`src/source/tetris_pkg.sv`:
```
package tetris_pkg;

    ////////////////////////////////////////////////////////////
    // Board geometry
    ////////////////////////////////////////////////////////////

    localparam int ROWS        = 22;
    localparam int COLS        = 10;

    // Rows 0 and 1 are the spawn area above the visible field
    localparam int HIDDEN_ROWS = 2;

    // Colour code per cell, zero is an empty cell
    typedef logic [2:0] cell_t;

    typedef cell_t [COLS-1:0] row_t;

    // Row 0 is the top of the field, row 21 the bottom
    typedef row_t [ROWS-1:0] grid_t;

    typedef struct packed {
        logic [4:0] row;
        logic [3:0] col;
    } coord_t;

    // Falling piece as handed over at lock time
    typedef struct packed {
        cell_t        color;
        coord_t [3:0] cells;
    } piece_t;

    ////////////////////////////////////////////////////////////
    // Scoring
    ////////////////////////////////////////////////////////////

    typedef logic [23:0] score_t;
    typedef logic [15:0] lines_t;
    typedef logic [3:0]  level_t;

    // Base points per clear pass, scaled by level + 1
    localparam score_t SCORE_1 = 24'd100;
    localparam score_t SCORE_2 = 24'd300;
    localparam score_t SCORE_3 = 24'd500;
    localparam score_t SCORE_4 = 24'd800;

endpackage

```
`src/source/line_score.sv`:
```
`timescale 1ns/1ps

module line_score import tetris_pkg::*; (
    input  logic       clk,
    input  logic       rst,
    input  logic       done_i,
    input  logic [2:0] cleared_i,
    output lines_t     lines_o,
    output level_t     level_o,
    output score_t     score_o
);

    lines_t      lines_q;
    score_t      score_q;
    score_t      base;
    logic [4:0]  mult;
    score_t      points;
    logic [24:0] sum;

    // Base points for the number of lines in one pass
    always_comb begin
        case (cleared_i)
            3'd1:    base = SCORE_1;
            3'd2:    base = SCORE_2;
            3'd3:    base = SCORE_3;
            default: base = SCORE_4;
        endcase
    end

    // Level is a tenth of the lines, topping out at 15
    assign level_o = (lines_q >= 16'd150) ? 4'd15 : level_t'(lines_q / 16'd10);

    // Multiplier uses the level from before this pass
    assign mult   = {1'b0, level_o} + 5'd1;
    assign points = base * score_t'(mult);
    assign sum    = {1'b0, score_q} + {1'b0, points};

    ////////////////////////////////////////////////////////////
    // Counters
    ////////////////////////////////////////////////////////////

    always_ff @(posedge clk, posedge rst) begin
        if (rst) begin
            lines_q <= '0;
            score_q <= '0;
        end else if (done_i && cleared_i != '0) begin
            // Carry out of the adder pins the score at its maximum
            score_q <= sum[24] ? '1 : sum[23:0];
            lines_q <= lines_q + lines_t'(cleared_i);
        end
    end

    assign lines_o = lines_q;
    assign score_o = score_q;

endmodule

```
`config.mk`:
```
export PLATFORM = sky130hd
export DESIGN_NAME = line_score
export DESIGN_NICKNAME = d
export VERILOG_FILES = /design/src/source/tetris_pkg.sv /design/src/source/line_score.sv
export SDC_FILE = /design/constraint.sdc
export NUM_CORES = 1
export LEC_CHECK = 0
export BUFFER_PORTS_ARGS = -buffer_cell sky130_fd_sc_hd__buf_2
export CAP_MARGIN = 30
export CORE_MARGIN = 1
export CORE_UTILIZATION = 40
export CTS_CLUSTER_SIZE = 25
export DETAILED_ROUTE_END_ITERATION = 8
export GPL_TIMING_DRIVEN = 0
export PLACE_DENSITY = 0.53
export SYNTH_ARGS = -nofsm -noshare
export SYNTH_HDL_FRONTEND = slang
export SYNTH_SLANG_ARGS = --single-unit
```
`constraint.sdc`:
```
create_clock -name clk -period 13.4 [get_ports clk]
set_clock_uncertainty 0.1 [all_clocks]
set_input_delay 4.02 -clock clk [delete_from_list [all_inputs] [get_ports clk]]
set_output_delay 4.02 -clock clk [all_outputs]
set_load 0.03 [all_outputs]
```
# After elaboration in Yosys (flattened, before gate mapping)
# Index checks and enable logic that the tools add are counted.
[classes]
addsub = 3
multipliers = 1
n_div = 1
n_lt_le_gt_ge = 1
n_eq_ne = 3
muxes = 3
n_reduce_logical = 2
[op_table]
columns = ["op", "n"]
rows = [
  ["one-hot mux 10 bit (3 select lines)", 1],
  ["adder 24 x 24 -> 25 bit", 1],
  ["multiplier 24 x 5 -> 24 bit", 1],
  ["2-to-1 mux 24 bit", 1],
  ["adder 16 x 3 -> 16 bit", 1],
  ["divider 16 x 4 -> 16 bit, second input constant", 1],
  ["greater-or-equal comparator 16 x 8 -> 1 bit, second input constant", 1],
  ["== test 3 x 2 -> 1 bit, second input constant", 2],
  ["adder 4 x 1 -> 5 bit, second input constant", 1],
  ["2-to-1 mux 4 bit", 1],
  ["== test 3 x 1 -> 1 bit, second input constant", 1],
  ["nonzero test 3 bit", 1],
  ["logical AND 1 bit", 1],
]
[totals]
regBits = 40
in_bits = 6
output_inout_bits = 44
wordCells = 16

# Longest topological paths before layout
[logic_depth]
word_depth = 6
ltp_mapped = 47
ltp_nobuf = 42

# Worst setup path before layout
# Ideal clock, no wire load.
[synth_path]
kind = "flip-flop to flip-flop"
start = "register lines_q[13], in the netlist lines_o[13]"
end = "register score_q[22], in the netlist score_o[22]"
setup_ps = 125
arrival_time_ps = 9989
required_ps = 13175
setup_slack_ps = 3187
stages_incl_launch_ff = 46
n_path_buf = 4
synth_period_minus_slack_ps = 10213
path_cell_list = "dfrtp_1 > buf_4 > buf_6 > xor2_1 > nor3_1 > a2111oi_4 > o211ai_2 > nor2_1 > mux2_4 > and2_4 > buf_6 > a32o_1 > a2111oi_2 > nor3_1 > or2_4 > a221o_1 > nor2_1 > mux2i_2 > [10 not listed] > ha_1 > a21oi_1 > o21bai_1 > a21oi_1 > o21bai_1 > a21oi_1 > o21bai_1 > a21oi_1 > xnor2_1 > ha_1 > a21o_1 > a21oi_1 > o21ai_0 > a21oi_1 > or3_1 > clkbuf_1 > nand2_1 > mux2_2"
[synth_between]
elab_chain_len = 6
elab_cells_between_ends = 7
cone_classes = "2 x add/sub; 1 x mul; 1 x div; 1 x order compare; 2 x mux"
[synth_lines]
columns = ["element", "line", "rtl"]
rows = [
  ["from (decl)", "line_score.sv:13", "lines_t lines_q;"],
  ["from (signal assigned)", "line_score.sv:49", "lines_q <= lines_q + lines_t'(cleared_i);"],
  ["divider 16 x 4 -> 16 bit or greater-or-equal comparator 16 x 8 -> 1 bit (tied branches)", "line_score.sv:31", "assign level_o = (lines_q >= 16'd150) ? 4'd15 : level_t'(lines_q / 16'd10);"],
  ["2-to-1 mux 4 bit (*)", "line_score.sv:31", ""],
  ["named net level_o[0]", "line_score.sv:9", "output level_t level_o,"],
  ["adder 4 x 1 -> 5 bit (*)", "line_score.sv:34", "assign mult = {1'b0, level_o} + 5'd1;"],
  ["multiplier 24 x 5 -> 24 bit (*)", "line_score.sv:35", "assign points = base * score_t'(mult);"],
  ["adder 24 x 24 -> 25 bit (*)", "line_score.sv:36", "assign sum = {1'b0, score_q} + {1'b0, points};"],
  ["2-to-1 mux 24 bit (*)", "line_score.sv:48", "score_q <= sum[24] ? '1 : sum[23:0];"],
  ["to (signal assigned)", "line_score.sv:48", ""],
  ["to (decl)", "line_score.sv:14", "score_t score_q;"],
]
# Mark *: on every way through the listed nets, which the timed path passes. The rest lies on a longest branch.
# A chain may end at the register's enable or synchronous reset.

# Final worst setup path
[layout_path]
start = "register lines_q[13], in the netlist lines_o[13]"
end = "register score_q[22], in the netlist score_o[22]"
[layout_between]
elab_chain_len = 6
elab_cells_between_ends = 7
cone_classes = "2 x add/sub; 1 x mul; 1 x div; 1 x order compare; 2 x mux"
[layout_lines]
columns = ["element", "line"]
rows = [
  ["divider 16 x 4 -> 16 bit or greater-or-equal comparator 16 x 8 -> 1 bit (tied branches)", "line_score.sv:31"],
  ["2-to-1 mux 4 bit (*)", "line_score.sv:31"],
  ["adder 4 x 1 -> 5 bit (*)", "line_score.sv:34"],
  ["multiplier 24 x 5 -> 24 bit (*)", "line_score.sv:35"],
  ["adder 24 x 24 -> 25 bit (*)", "line_score.sv:36"],
  ["2-to-1 mux 24 bit (*)", "line_score.sv:48"],
]
# Mark *: on every way between the ends. The rest lies on a longest branch, timed or not.

==> results.ini <==
[die]
dieArea_um2 = 13900
core_um2 = 12800
die_h_um = 118
fp.dieW_um = 118
pin_count = 50
placementRows = 41
initial_core_util_pct = 41.7

[setup_path]
required_ns = 13.47
crit_start = lines_o[13]$_DFFE_PP0P_
slowest_stage = fa_1
cpMostUsedCell = a21oi_1
cp.arrival_ns = 11.52
crit_type = reg -> reg
endpoint_kind = flop
critPathLaunchType = flop
regToRegStartpoint = lines_o[13]$_DFFE_PP0P_
r2r_cells = 44
cp_slowest_stage_delay_ns = 0.56
crit_fanout = 10

[worst_hold_path]
min_from = score_o[1]$_DFFE_PP0P_
worstHoldPathType = reg -> reg
min_path_cells = 1

[clock_network]
htree_num_levels = 2
clk_latency_ns = 0.29
clk_pin_slew_ns = 0.06
clk_path_buf_depth = 2
numClockSinks = 39
cts_root_buffer = clkbuf_16
cts_setup_buffers = 0
cts_resized = 0
cts_hold_buf = 0
cts_made_buffers = 5
cts_tree = built

[logic_synthesis]
syn_inst = 646
ys.flop_type = dfrtp_1
syn_nets = 717
ys_seq_area_share_pct = 18.2
synth-edff-count = 0
syn_area_per_cell_um2 = 8.29
async_reset_ff_share_pct = 100
synth_seq_cells = 39
yosysWarnings = 0
synth_cell_types = 96
syn-cell-area_um2 = 5350

[finish]
syn2layout_area_growth_pct = 11.8
drive_gt1_share_pct = 15.4
fill_cells = 1308
fin_nets = 773
most-common-layout-cells = buf_2, nand2_1, inv_1, ha_1
antenna_cells = 0
layout_commonest_cell = buf_2
final_area_um2 = 5980

[global_route]
grt_max_degree = 40
grt_pass1_wl_um = 23800
grt_pass1_vias = 4982
grt_antenna_before_repair = 0
grt_usage_pct = 20.5
grt.overflow.total = 0

[sta]
slew_headroom_pct = 34.9
rsz0062_at_grt = no
hold_violations = 0
max_freq_mhz = 87.4
setup_slack_ns = 1.96
setup-tns-final_ns = 0
finalWorstPathRequiredPeriod_ns = 11.44
maxSlewViolCount = 0
final-setup-viol-count = 0
tightest_slew_ns = 0.974
hold-worst-slack_ns = 0.412
period_share_pct = 85.4

[routing]
drtIter0Drc = 462
finalWirelength_um = 13800
wl_per_cell_um = 15.8
ant_nets = 0
num_vias = 4959
viasPerCell = 5.67
first_pass_iters = 6
drcViolationCount = 0

[place]
placed_area_um2 = 5820
hpwl_um = 10800
gp_congestion = 0.873
numPortBuffers = 49
post-place-ws_ns = 2.08

[job]
cap_violations = 0

[run_status]
status = finished clean

==> path summary, 6_finish.rpt <==
kind	to	slack [ns]
setup / recovery	score_o[22]$_DFFE_PP0P_	1.96
hold / removal	score_o[1]$_DFFE_PP0P_	0.41
setup reg to reg	score_o[22]$_DFFE_PP0P_	1.96
hold reg to reg	score_o[1]$_DFFE_PP0P_	0.41
max in group asynchronous	score_o[4]$_DFFE_PP0P_	8.86
min in group asynchronous	lines_o[11]$_DFFE_PP0P_	3.80
==> sequential cells by signal (all words and copies together), names as in the netlist <==
signal and count:
lines_o 16, score_o 23
==> synthesized netlist by cell type (4+ instances only) <==
cell,count,area share [%]
fa_1,20,7.5
o2111ai_1,4,0.65
and4_1,6,0.98
nor3_1,12,1.1
dfrtp_1,39,18
xor2_1,15,2.5
nand3_1,24,2.2
a221oi_1,4,0.65
o21ai_0,21,2.0
a21o_1,11,1.5
o21a_1,5,0.70
or3_1,7,0.82
nand2b_1,6,0.70
buf_4,5,0.70
o21bai_1,11,1.5
and3_1,15,1.8
buf_6,5,1.1
o211ai_1,6,0.84
nand2_1,58,4.1
xnor2_1,26,4.3
nor4_1,4,0.47
a211oi_1,6,0.84
nand4_1,13,1.5
buf_2,10,0.93
o22a_1,14,2.3
ha_1,45,11
clkbuf_1,18,1.3
nor2b_1,6,0.70
nor2_1,32,2.2
inv_1,57,4.0
and2_1,12,1.4
a21oi_1,39,3.6
==> metal layers <==
| metal | vias to the layer above | wire length (um) | track usage [%] |
|---|---|---|---|
| met5 | - | 0 | 0 |
| met4 | 0 | 337 | 7.93 |
| met3 | 31 | 398 | 2.28 |
| met2 | 105 | 6810 | 35.2 |
| met1 | 2369 | 6230 | 26.3 |
| li1 | 2454 | - | - |
==> cell type report <==
cell class              count  area [um^2]  area share [%]
multi-input cells         510         3950            66.0
flip-flops and latches     39          976            16.3
repair buffers             49          245            4.10
inverters                  58          218            3.64
plain buffers              39          215            3.60
well taps                 172          215            3.60
clock buffers               5          125            2.09
clock inverters             2         37.5           0.627
==> kinds of logic after synthesis <==
logic type                 count (synthesis)  synth area share (%)
AOI/OAI and AO/OA                        176                  24.8
xor gates and xnor gates                  42                  7.01
adders and majority gates                 66                  18.2
buffers and inverters                     97                  8.09
DFF                                       39                  18.2
muxes                                      6                  1.33
and+or+nand+nor                          220                  22.3
==> worst max-delay path, delay by kind of cell (launching register included) <==
kind            cells  cell delay [ns]
mux                 2             0.70
buf+inv             6             0.91
xor+xnor            3             1.17
compound gates     20             4.36
simple gates        7             1.23
fa+ha+maj           6             2.46
flops               1             0.37
==> stage by stage <==
stage          utilization [%]  cells
2_1_floorplan                -    646
3_3_place_gp              45.3    867
3_5_place_dp              45.4    867
4_1_cts                   46.7    874
5_1_grt                   46.7    874
6_report                  46.7    874
Power is not shown: default switching activity piles up to over one toggle a cycle in this logic, so the estimate is an artifact.
