<file path="src/source/tetris_pkg.sv">
package tetris_pkg;

    ////////////////////////////////////////////////////////////
    // Board geometry
    ////////////////////////////////////////////////////////////

    localparam int ROWS        = 22;
    localparam int COLS        = 10;

    // Rows 0 and 1 are the spawn area above the visible field
    localparam int HIDDEN_ROWS = 2;

    // Colour code per cell, zero is an empty cell
    typedef logic [2:0] cell_t;

    typedef cell_t [COLS-1:0] row_t;

    // Row 0 is the top of the field, row 21 the bottom
    typedef row_t [ROWS-1:0] grid_t;

    typedef struct packed {
        logic [4:0] row;
        logic [3:0] col;
    } coord_t;

    // Falling piece as handed over at lock time
    typedef struct packed {
        cell_t        color;
        coord_t [3:0] cells;
    } piece_t;

    ////////////////////////////////////////////////////////////
    // Scoring
    ////////////////////////////////////////////////////////////

    typedef logic [23:0] score_t;
    typedef logic [15:0] lines_t;
    typedef logic [3:0]  level_t;

    // Base points per clear pass, scaled by level + 1
    localparam score_t SCORE_1 = 24'd100;
    localparam score_t SCORE_2 = 24'd300;
    localparam score_t SCORE_3 = 24'd500;
    localparam score_t SCORE_4 = 24'd800;

endpackage

</file>
<file path="src/source/line_clear.sv">
`timescale 1ns/1ps

module line_clear import tetris_pkg::*; (
    input  logic       clk,
    input  logic       rst,
    input  logic       start_i,
    input  grid_t      grid_i,
    output grid_t      grid_o,
    output logic [2:0] cleared_o,
    output logic       done_o
);

    typedef enum logic [1:0] {
        IDLE,
        SCAN,
        SHIFT,
        DONE
    } clear_state_t;

    clear_state_t state;

    // Working copy of the board, rewritten in place
    grid_t        work;

    logic [4:0]   row_idx;
    logic [3:0]   col_idx;
    logic [4:0]   shift_idx;
    logic         row_full;
    logic [2:0]   cleared;

    logic         cell_empty;
    logic         row_end;
    logic         full_now;

    assign cell_empty = work[row_idx][col_idx] == '0;
    assign row_end    = col_idx == 4'(COLS - 1);

    // Row is still full including the cell checked this cycle
    assign full_now   = row_full && !cell_empty;

    ////////////////////////////////////////////////////////////
    // Control FSM
    ////////////////////////////////////////////////////////////

    always_ff @(posedge clk, posedge rst) begin
        if (rst) begin
            state     <= IDLE;
            row_idx   <= '0;
            col_idx   <= '0;
            shift_idx <= '0;
            row_full  <= 1'b1;
            cleared   <= '0;
        end else begin
            case (state)
                IDLE: begin
                    if (start_i) begin
                        row_idx  <= 5'(ROWS - 1);
                        col_idx  <= '0;
                        row_full <= 1'b1;
                        cleared  <= '0;
                        state    <= SCAN;
                    end
                end

                // One cell per clock, left to right
                SCAN: begin
                    if (row_end) begin
                        col_idx  <= '0;
                        row_full <= 1'b1;
                        if (full_now) begin
                            shift_idx <= row_idx;
                            state     <= SHIFT;
                        end else if (row_idx == '0) begin
                            state <= DONE;
                        end else begin
                            row_idx <= row_idx - 5'd1;
                        end
                    end else begin
                        col_idx  <= col_idx + 4'd1;
                        row_full <= full_now;
                    end
                end

                // Walk up from the full row, then blank row 0
                SHIFT: begin
                    if (shift_idx == '0) begin
                        if (cleared != '1) begin
                            cleared <= cleared + 3'd1;
                        end
                        // Same index again, new contents dropped into it
                        state <= SCAN;
                    end else begin
                        shift_idx <= shift_idx - 5'd1;
                    end
                end

                DONE: begin
                    state <= IDLE;
                end

                default: begin
                    state <= IDLE;
                end
            endcase
        end
    end

    ////////////////////////////////////////////////////////////
    // Working grid
    ////////////////////////////////////////////////////////////

    always_ff @(posedge clk) begin
        if (state == IDLE && start_i) begin
            work <= grid_i;
        end else if (state == SHIFT) begin
            if (shift_idx == '0) begin
                work[0] <= '0;
            end else begin
                work[shift_idx] <= work[shift_idx - 5'd1];
            end
        end
    end

    assign grid_o    = work;
    assign cleared_o = cleared;

    // High for the single cycle after the last scan of row 0
    assign done_o    = state == DONE;

endmodule

</file>
<file path="config.mk">
export PLATFORM = sky130hd
export DESIGN_NAME = line_clear
export DESIGN_NICKNAME = d
export VERILOG_FILES = /design/src/source/tetris_pkg.sv /design/src/source/line_clear.sv
export SDC_FILE = /design/constraint.sdc
export NUM_CORES = 1
export LEC_CHECK = 0
export BUFFER_PORTS_ARGS = -buffer_cell sky130_fd_sc_hd__buf_2
export CORE_AREA = 2 2 511 513
export DETAILED_ROUTE_END_ITERATION = 12
export DIE_AREA = 0 0 513 515
export PLACE_DENSITY = 0.3
export REMOVE_ABC_BUFFERS = 1
export SYNTH_ARGS = -nofsm -noshare
export SYNTH_HDL_FRONTEND = slang
export SYNTH_SLANG_ARGS = --single-unit
</file>
<file path="constraint.sdc">
create_clock -name clk -period 6.69 [get_ports clk]
set_input_delay 0.3345 -clock clk [delete_from_list [all_inputs] [get_ports clk]]
set_output_delay 0.3345 -clock clk [all_outputs]
set_load 0.02 [all_outputs]
</file>
# Yosys cells after proc, flatten, opt, wreduce, memory -nomap -nowiden
# Index checks and enable logic that the tools add are counted.
dict set report word_totals {
  output_inout_bits 664
  wordCells 306
  ff_bits 680
  input_bits 663
}
dict set report classes {
  muxes 38
  magnitude_cmp 5
  n_eq_ne 15
  n_reduce_logical 18
  add_sub_neg 4
}
# op count
set op_table {}
lappend op_table {{660-bit 2-to-1 mux} 2}
lappend op_table {{660-bit bitwise mux} 1}
lappend op_table {{630-bit 2-to-1 mux} 1}
lappend op_table {{30-bit binary-select mux with 5-bit select} 2}
lappend op_table {{30-bit demux with 5-bit select} 1}
lappend op_table {{30-bit 2-to-1 mux} 4}
lappend op_table {{5-bit 2-to-1 mux} 7}
lappend op_table {{5-bit one-hot mux with 2 select lines} 2}
lappend op_table {{5-bit by 6-bit less-than comparator with 1-bit output, second input constant} 3}
lappend op_table {{2-bit inequality test, second input constant} 8}
lappend op_table {{3-bit binary-select mux with 4-bit select} 1}
lappend op_table {{3-bit 2-to-1 mux} 4}
lappend op_table {{4-bit AND reduction} 3}
lappend op_table {{5-bit logical NOT} 2}
lappend op_table {{2-bit 2-to-1 mux} 5}
lappend op_table {{5-bit by 1-bit subtractor with 5-bit output, second input constant} 2}
lappend op_table {{4-bit 2-to-1 mux} 2}
lappend op_table {{2-bit one-hot mux with 4 select lines} 1}
lappend op_table {{4-bit one-hot mux with 2 select lines} 1}
lappend op_table {{2-bit nonzero test} 4}
lappend op_table {{3-bit inequality test, second input constant} 2}
lappend op_table {{3-bit one-hot mux with 2 select lines} 1}
lappend op_table {{5-bit by 1-bit greater-or-equal comparator with 1-bit output, second input constant} 1}
lappend op_table {{4-bit by 5-bit less-than comparator with 1-bit output, second input constant} 1}
lappend op_table {{other kinds (14)} 19}

# Depth between registers and ports, before layout
dict set report logic_depth {
  ltp_word 10
  ltp_mapped 16
  mapped_depth_nobuf 9
}

# Worst setup path before layout
# Ideal clock, no wire load.
dict set report synth_timing {
  kind {reg2reg}
  start {register shift_idx[0]}
  end {register work (netlist bit grid_o[270]) (enable)}
  n_path_buf 5
  setup_slack_ps 1658
  period_less_slack_ps 5032
  required_time_ps 6231
  setup_time_ps 459
  path_stages_with_launch 13
  arrival_time_ps 4573
  cell_sequence {dfrtp_1 > clkbuf_1 > buf_2 > buf_2 > buf_1 > inv_1 > ha_1 > buf_2 > nand2_1 > nor2_1 > nor2_1 > nand2_1 > o21ai_0}
}
dict set report synth_via {
  elab_chain_len 3
}
# item line
set synth_lines {}
lappend synth_lines {{start: declaration} line_clear.sv:27} ;# logic [4:0] shift_idx;
lappend synth_lines {{start signal: assignment} line_clear.sv:71} ;# shift_idx <= row_idx;
lappend synth_lines {{start signal: assignment} line_clear.sv:93} ;# shift_idx <= shift_idx - 5'd1;
lappend synth_lines {{5-bit logical NOT} line_clear.sv:116} ;# if (shift_idx == '0) begin
lappend synth_lines {{2-bit by 1-bit inequality test with 1-bit output (no line)} n/a}
lappend synth_lines {{2-bit AND reduction (no line)} n/a}
lappend synth_lines {{end signal: assignment} line_clear.sv:114} ;# work <= grid_i;
lappend synth_lines {{end signal: indexed assignment} line_clear.sv:119} ;# work[shift_idx] <= work[shift_idx - 5'd1];
lappend synth_lines {{end: declaration} line_clear.sv:23} ;# grid_t work;
# No other way between the ends.
# A chain may end at the register's enable or synchronous reset.

# Final worst setup path
dict set report layout_timing {
  start {register row_idx[0]}
  end {register shift_idx[3]}
}
dict set report layout_via {
  elab_chain_len 9
}
# item line
set layout_lines {}
lappend layout_lines {{start: declaration} line_clear.sv:25} ;# logic [4:0] row_idx;
lappend layout_lines {{start signal: assignment} line_clear.sv:57} ;# row_idx <= 5'(ROWS - 1);
lappend layout_lines {{start signal: assignment} line_clear.sv:76} ;# row_idx <= row_idx - 5'd1;
lappend layout_lines {{30-bit binary-select mux with 5-bit select} line_clear.sv:35} ;# assign cell_empty = work[row_idx][col_idx] == '0;
lappend layout_lines {{30-bit 2-to-1 mux (not written as such)} line_clear.sv:35}
lappend layout_lines {{3-bit binary-select mux with 4-bit select} line_clear.sv:35}
lappend layout_lines {{3-bit 2-to-1 mux (not written as such)} line_clear.sv:35}
lappend layout_lines {{3-bit logical NOT} line_clear.sv:35}
lappend layout_lines {{1-bit logical NOT} line_clear.sv:39} ;# assign full_now = row_full && !cell_empty;
lappend layout_lines {{1-bit logical AND} line_clear.sv:39}
lappend layout_lines {{2-bit inequality test (no line)} n/a}
lappend layout_lines {{4-bit AND reduction (no line)} n/a}
# No other way between the ends. The select of a mux whose other input is x is not followed.

==> flow_metrics.tcl <==
set metrics [dict create \
    status "finished, violations left" \
    grt_pass1_wl_mm 426 \
    syn_to_final_growth_pct 55.9 \
    synth_fa_ha_area_share_pct 0.329 \
    dp.cells 7277 \
    end_kind "flip-flop" \
    synth-compound-area-share_pct 20.2 \
    worst_pin_slew_ns 1.69 \
    fin_cells 8143 \
    cts_hold_buf 660 \
    yosysTopAreaCell "edfxtp_1" \
    drive_gt1_share_pct 41.2 \
    synthFlopType "edfxtp_1" \
    path_class "reg -> reg" \
    power.density_nw_per_um2 416 \
    die_y_microns 515 \
    muxShareOfSynthArea_pct 16.1 \
    antenna_found_initial 85 \
    ant_nets 0 \
    slew_headroom_pct -13.3 \
    syn_avg_cell_area_sq_um 13.8 \
    post-dp-hpwl_mm 256 \
    root_buffer "clkbuf_16" \
    timing.fmax_ghz 0.187 \
    grt_util_all_layers_pct 24.5 \
    whs_ns 0.142 \
    drc 0 \
    synth_area_sq_um 38000 \
    async_flop_share_pct 2.94 \
    clkSlewWorstSetupHoldPaths_ns 0.07 \
    cts_tree "done" \
    fp.dieArea_sq_um 264000 \
    synth_area_leaders "edfxtp_1 52%, a22o_1 15%, mux4_2 13%" \
    drt_iter0_markers 4056 \
    gr-total-overflow 0 \
    clk_path_buf_depth 3 \
    num_rows 187 \
    worst_hold_path_type "in -> reg" \
    gp_congestion 0.827 \
    synth_top_area_share_pct 52.2 \
    finalCritPeriodShare_pct 79.8 \
    cap_violations 1 \
    grt_pass1_vias 39000 \
    synth_top_family_by_area "compound AO/OA/AOI/OAI gates" \
    synth-xor-area-share_pct 0.0692 \
    cts_made_buffers 95 \
    postCtsSetupBuffers 0 \
    totalWireLength_mm 336 \
    place_area_sq_um 49500 \
    clkLatencyLatePin_ns 0.76 \
    synth.most_common_cell "edfxtp_1" \
    finalMaxSlewViolations 2 \
    cp_max_fo 50 \
    fin_crit_ns 5.34 \
    yosysUniqueCellTypes 74 \
    ys_warn_count 0 \
    cts_sinks 680 \
    place.port_buffers 1326 \
    start_util_pct 14.7 \
    critPathRequiredTime_ns 7.32 \
    fin_nets 5305 \
    yosys-top-cells-count "660 x edfxtp_1, 636 x a22o_1, 268 x clkbuf_1, 216 x mux4_2, 111 x nand2_1" \
    power_leakage_nw 22.6 \
    firstDrtPassIters 8 \
    setup_ws_ns 1.35 \
    h-tree-depth 3 \
    coreArea_sq_um 259000 \
    peakVddDrop_v 0.000252 \
    fin_area_sq_um 59200 \
    hold_viol_final 0 \
    grt_max_degree 144 \
    place_ws_ns 1.23 \
    fp.dieW_microns 513 \
    synthSimpleGateAreaFrac_pct 5.85 \
    synth-seq-cells 680 \
    violations "max-capacitance violations, max-slew violations" \
    ys_seq_area_share_pct 53.5 \
    ioPinCount 1327 \
    rsz0062_at_grt "false" \
    wl_per_cell_microns 41.3 \
    setup_viol 0 \
    vias 38500 \
    crit_arrival_ns 5.97 \
    syn-instance-count 2751 \
    vias_per_cell 4.73 \
    startpoint_type "flip-flop" \
    fin_skew_ns 0.0437 \
    synth-edff-count 660 \
    cts_resized 0 \
]
layout make-up:
| class | instances | area (sq um) |
|---|---|---|
| timing repair buffer | 2127 | 14500 |
| clock inverter | 55 | 579 |
| sequential | 680 | 20300 |
| antenna | 36 | 90.1 |
| fill | 27900 | 199000 |
| tap | 3402 | 4260 |
| multi-input combinational | 1715 | 16900 |
| clock buffer | 115 | 2490 |
| inverter | 13 | 48.8 |
through the flow:
step                      utilization (%)  setup TNS (ns)  power [mW]
final                                22.9               0        24.7
after global routing                 22.9               0        25.4
after CTS                            22.9               0        24.9
after detailed placement             19.1               0        19.2
after global placement               19.1               0        19.2
after floorplan                         -        -8184.24        11.5
worst paths after layout:
| kind | cells past startpoint | to | start | slack (ns) |
|---|---|---|---|---|
| max | 9 | shift_idx[3] | row_idx[0] | 1.35 |
| min | 2 | grid_o[522] | grid_i[522] | 0.14 |
| max reg2reg | 9 | shift_idx[3] | row_idx[0] | 1.35 |
| min reg2reg | 2 | row_full | row_full | 0.50 |
| max in group asynchronous | 3 | shift_idx[0] | rst | 5.50 |
| min in group asynchronous | 3 | col_idx[3] | rst | 0.44 |
worst max-delay path, cell delays in order (launching register included):
cell	delay (ns)
dfrtp_4	0.93
buf_12	0.36
mux4_2	0.39
a22o_1	0.37
a2111oi_1	1.19
o221ai_1	0.31
a311o_1	0.46
o221a_4	0.34
o21ai_2	0.28
mux2_2	0.37
cells in the final DEF (no fill, tap or decap), types with 7 or more instances in the layout:
master / count
a211oi_1: 46
a21oi_1: 24
a22o_1: 636
a311o_1: 33
and3_1: 34
buf_12: 18
buf_2: 1327
buf_4: 122
bufinv_16: 9
clkbuf_1: 18
clkbuf_16: 97
clkinv_1: 19
clkinv_2: 12
dfrtp_1: 13
diode_2: 36
dlygate4sd3_1: 660
edfxtp_1: 660
ha_1: 9
inv_1: 8
mux2_2: 18
mux2i_1: 105
mux4_2: 216
nand2_1: 107
nand2b_1: 8
nor2_1: 63
nor2_4: 23
nor3_1: 91
nor3b_1: 17
nor4_1: 33
nor4b_1: 9
o211ai_1: 8
o21ai_0: 22
o21ai_2: 14
o21ai_4: 37
o22ai_1: 18
o41ai_1: 9
or3_1: 7
or4_1: 7
registers in the layout, indices dropped and copies added, names as in the netlist:
signal     cells
state          2
cleared_o      3
grid_o       660
row_idx        5
shift_idx      5
col_idx        4
row_full       1
power by group:
group / total (mW) / switching, mW / internal (mW)
registers: 5.89 / 0.612 / 5.28
logic: 13.4 / 9.77 / 3.66
clock network: 5.34 / 2.34 / 3.01
cell families (layout without fill, tap and decap cells):
logic type,count (synthesis),in the layout
muxes,339,339
DFF,680,680
xor gates and xnor gates,3,3
other,0,36
adders and majority gates,10,10
AOI/OAI and AO/OA,925,925
buffers and inverters,356,2310
and+or+nand+nor,438,438
routing by layer:
metal / GRT usage [%] / vias to the layer above / wire length [microns] / share of wire (%)
li1: - / 15400 / - / -
met1: 33.2 / 20700 / 151000 / 45
met2: 39.5 / 2026 / 154000 / 46
met3: 4.78 / 311 / 21500 / 6.4
met4: 6.68 / 36 / 9200 / 2.7
met5: 0 / - / 225 / 0.067
Note: power is estimated with default switching activity, not from simulation.
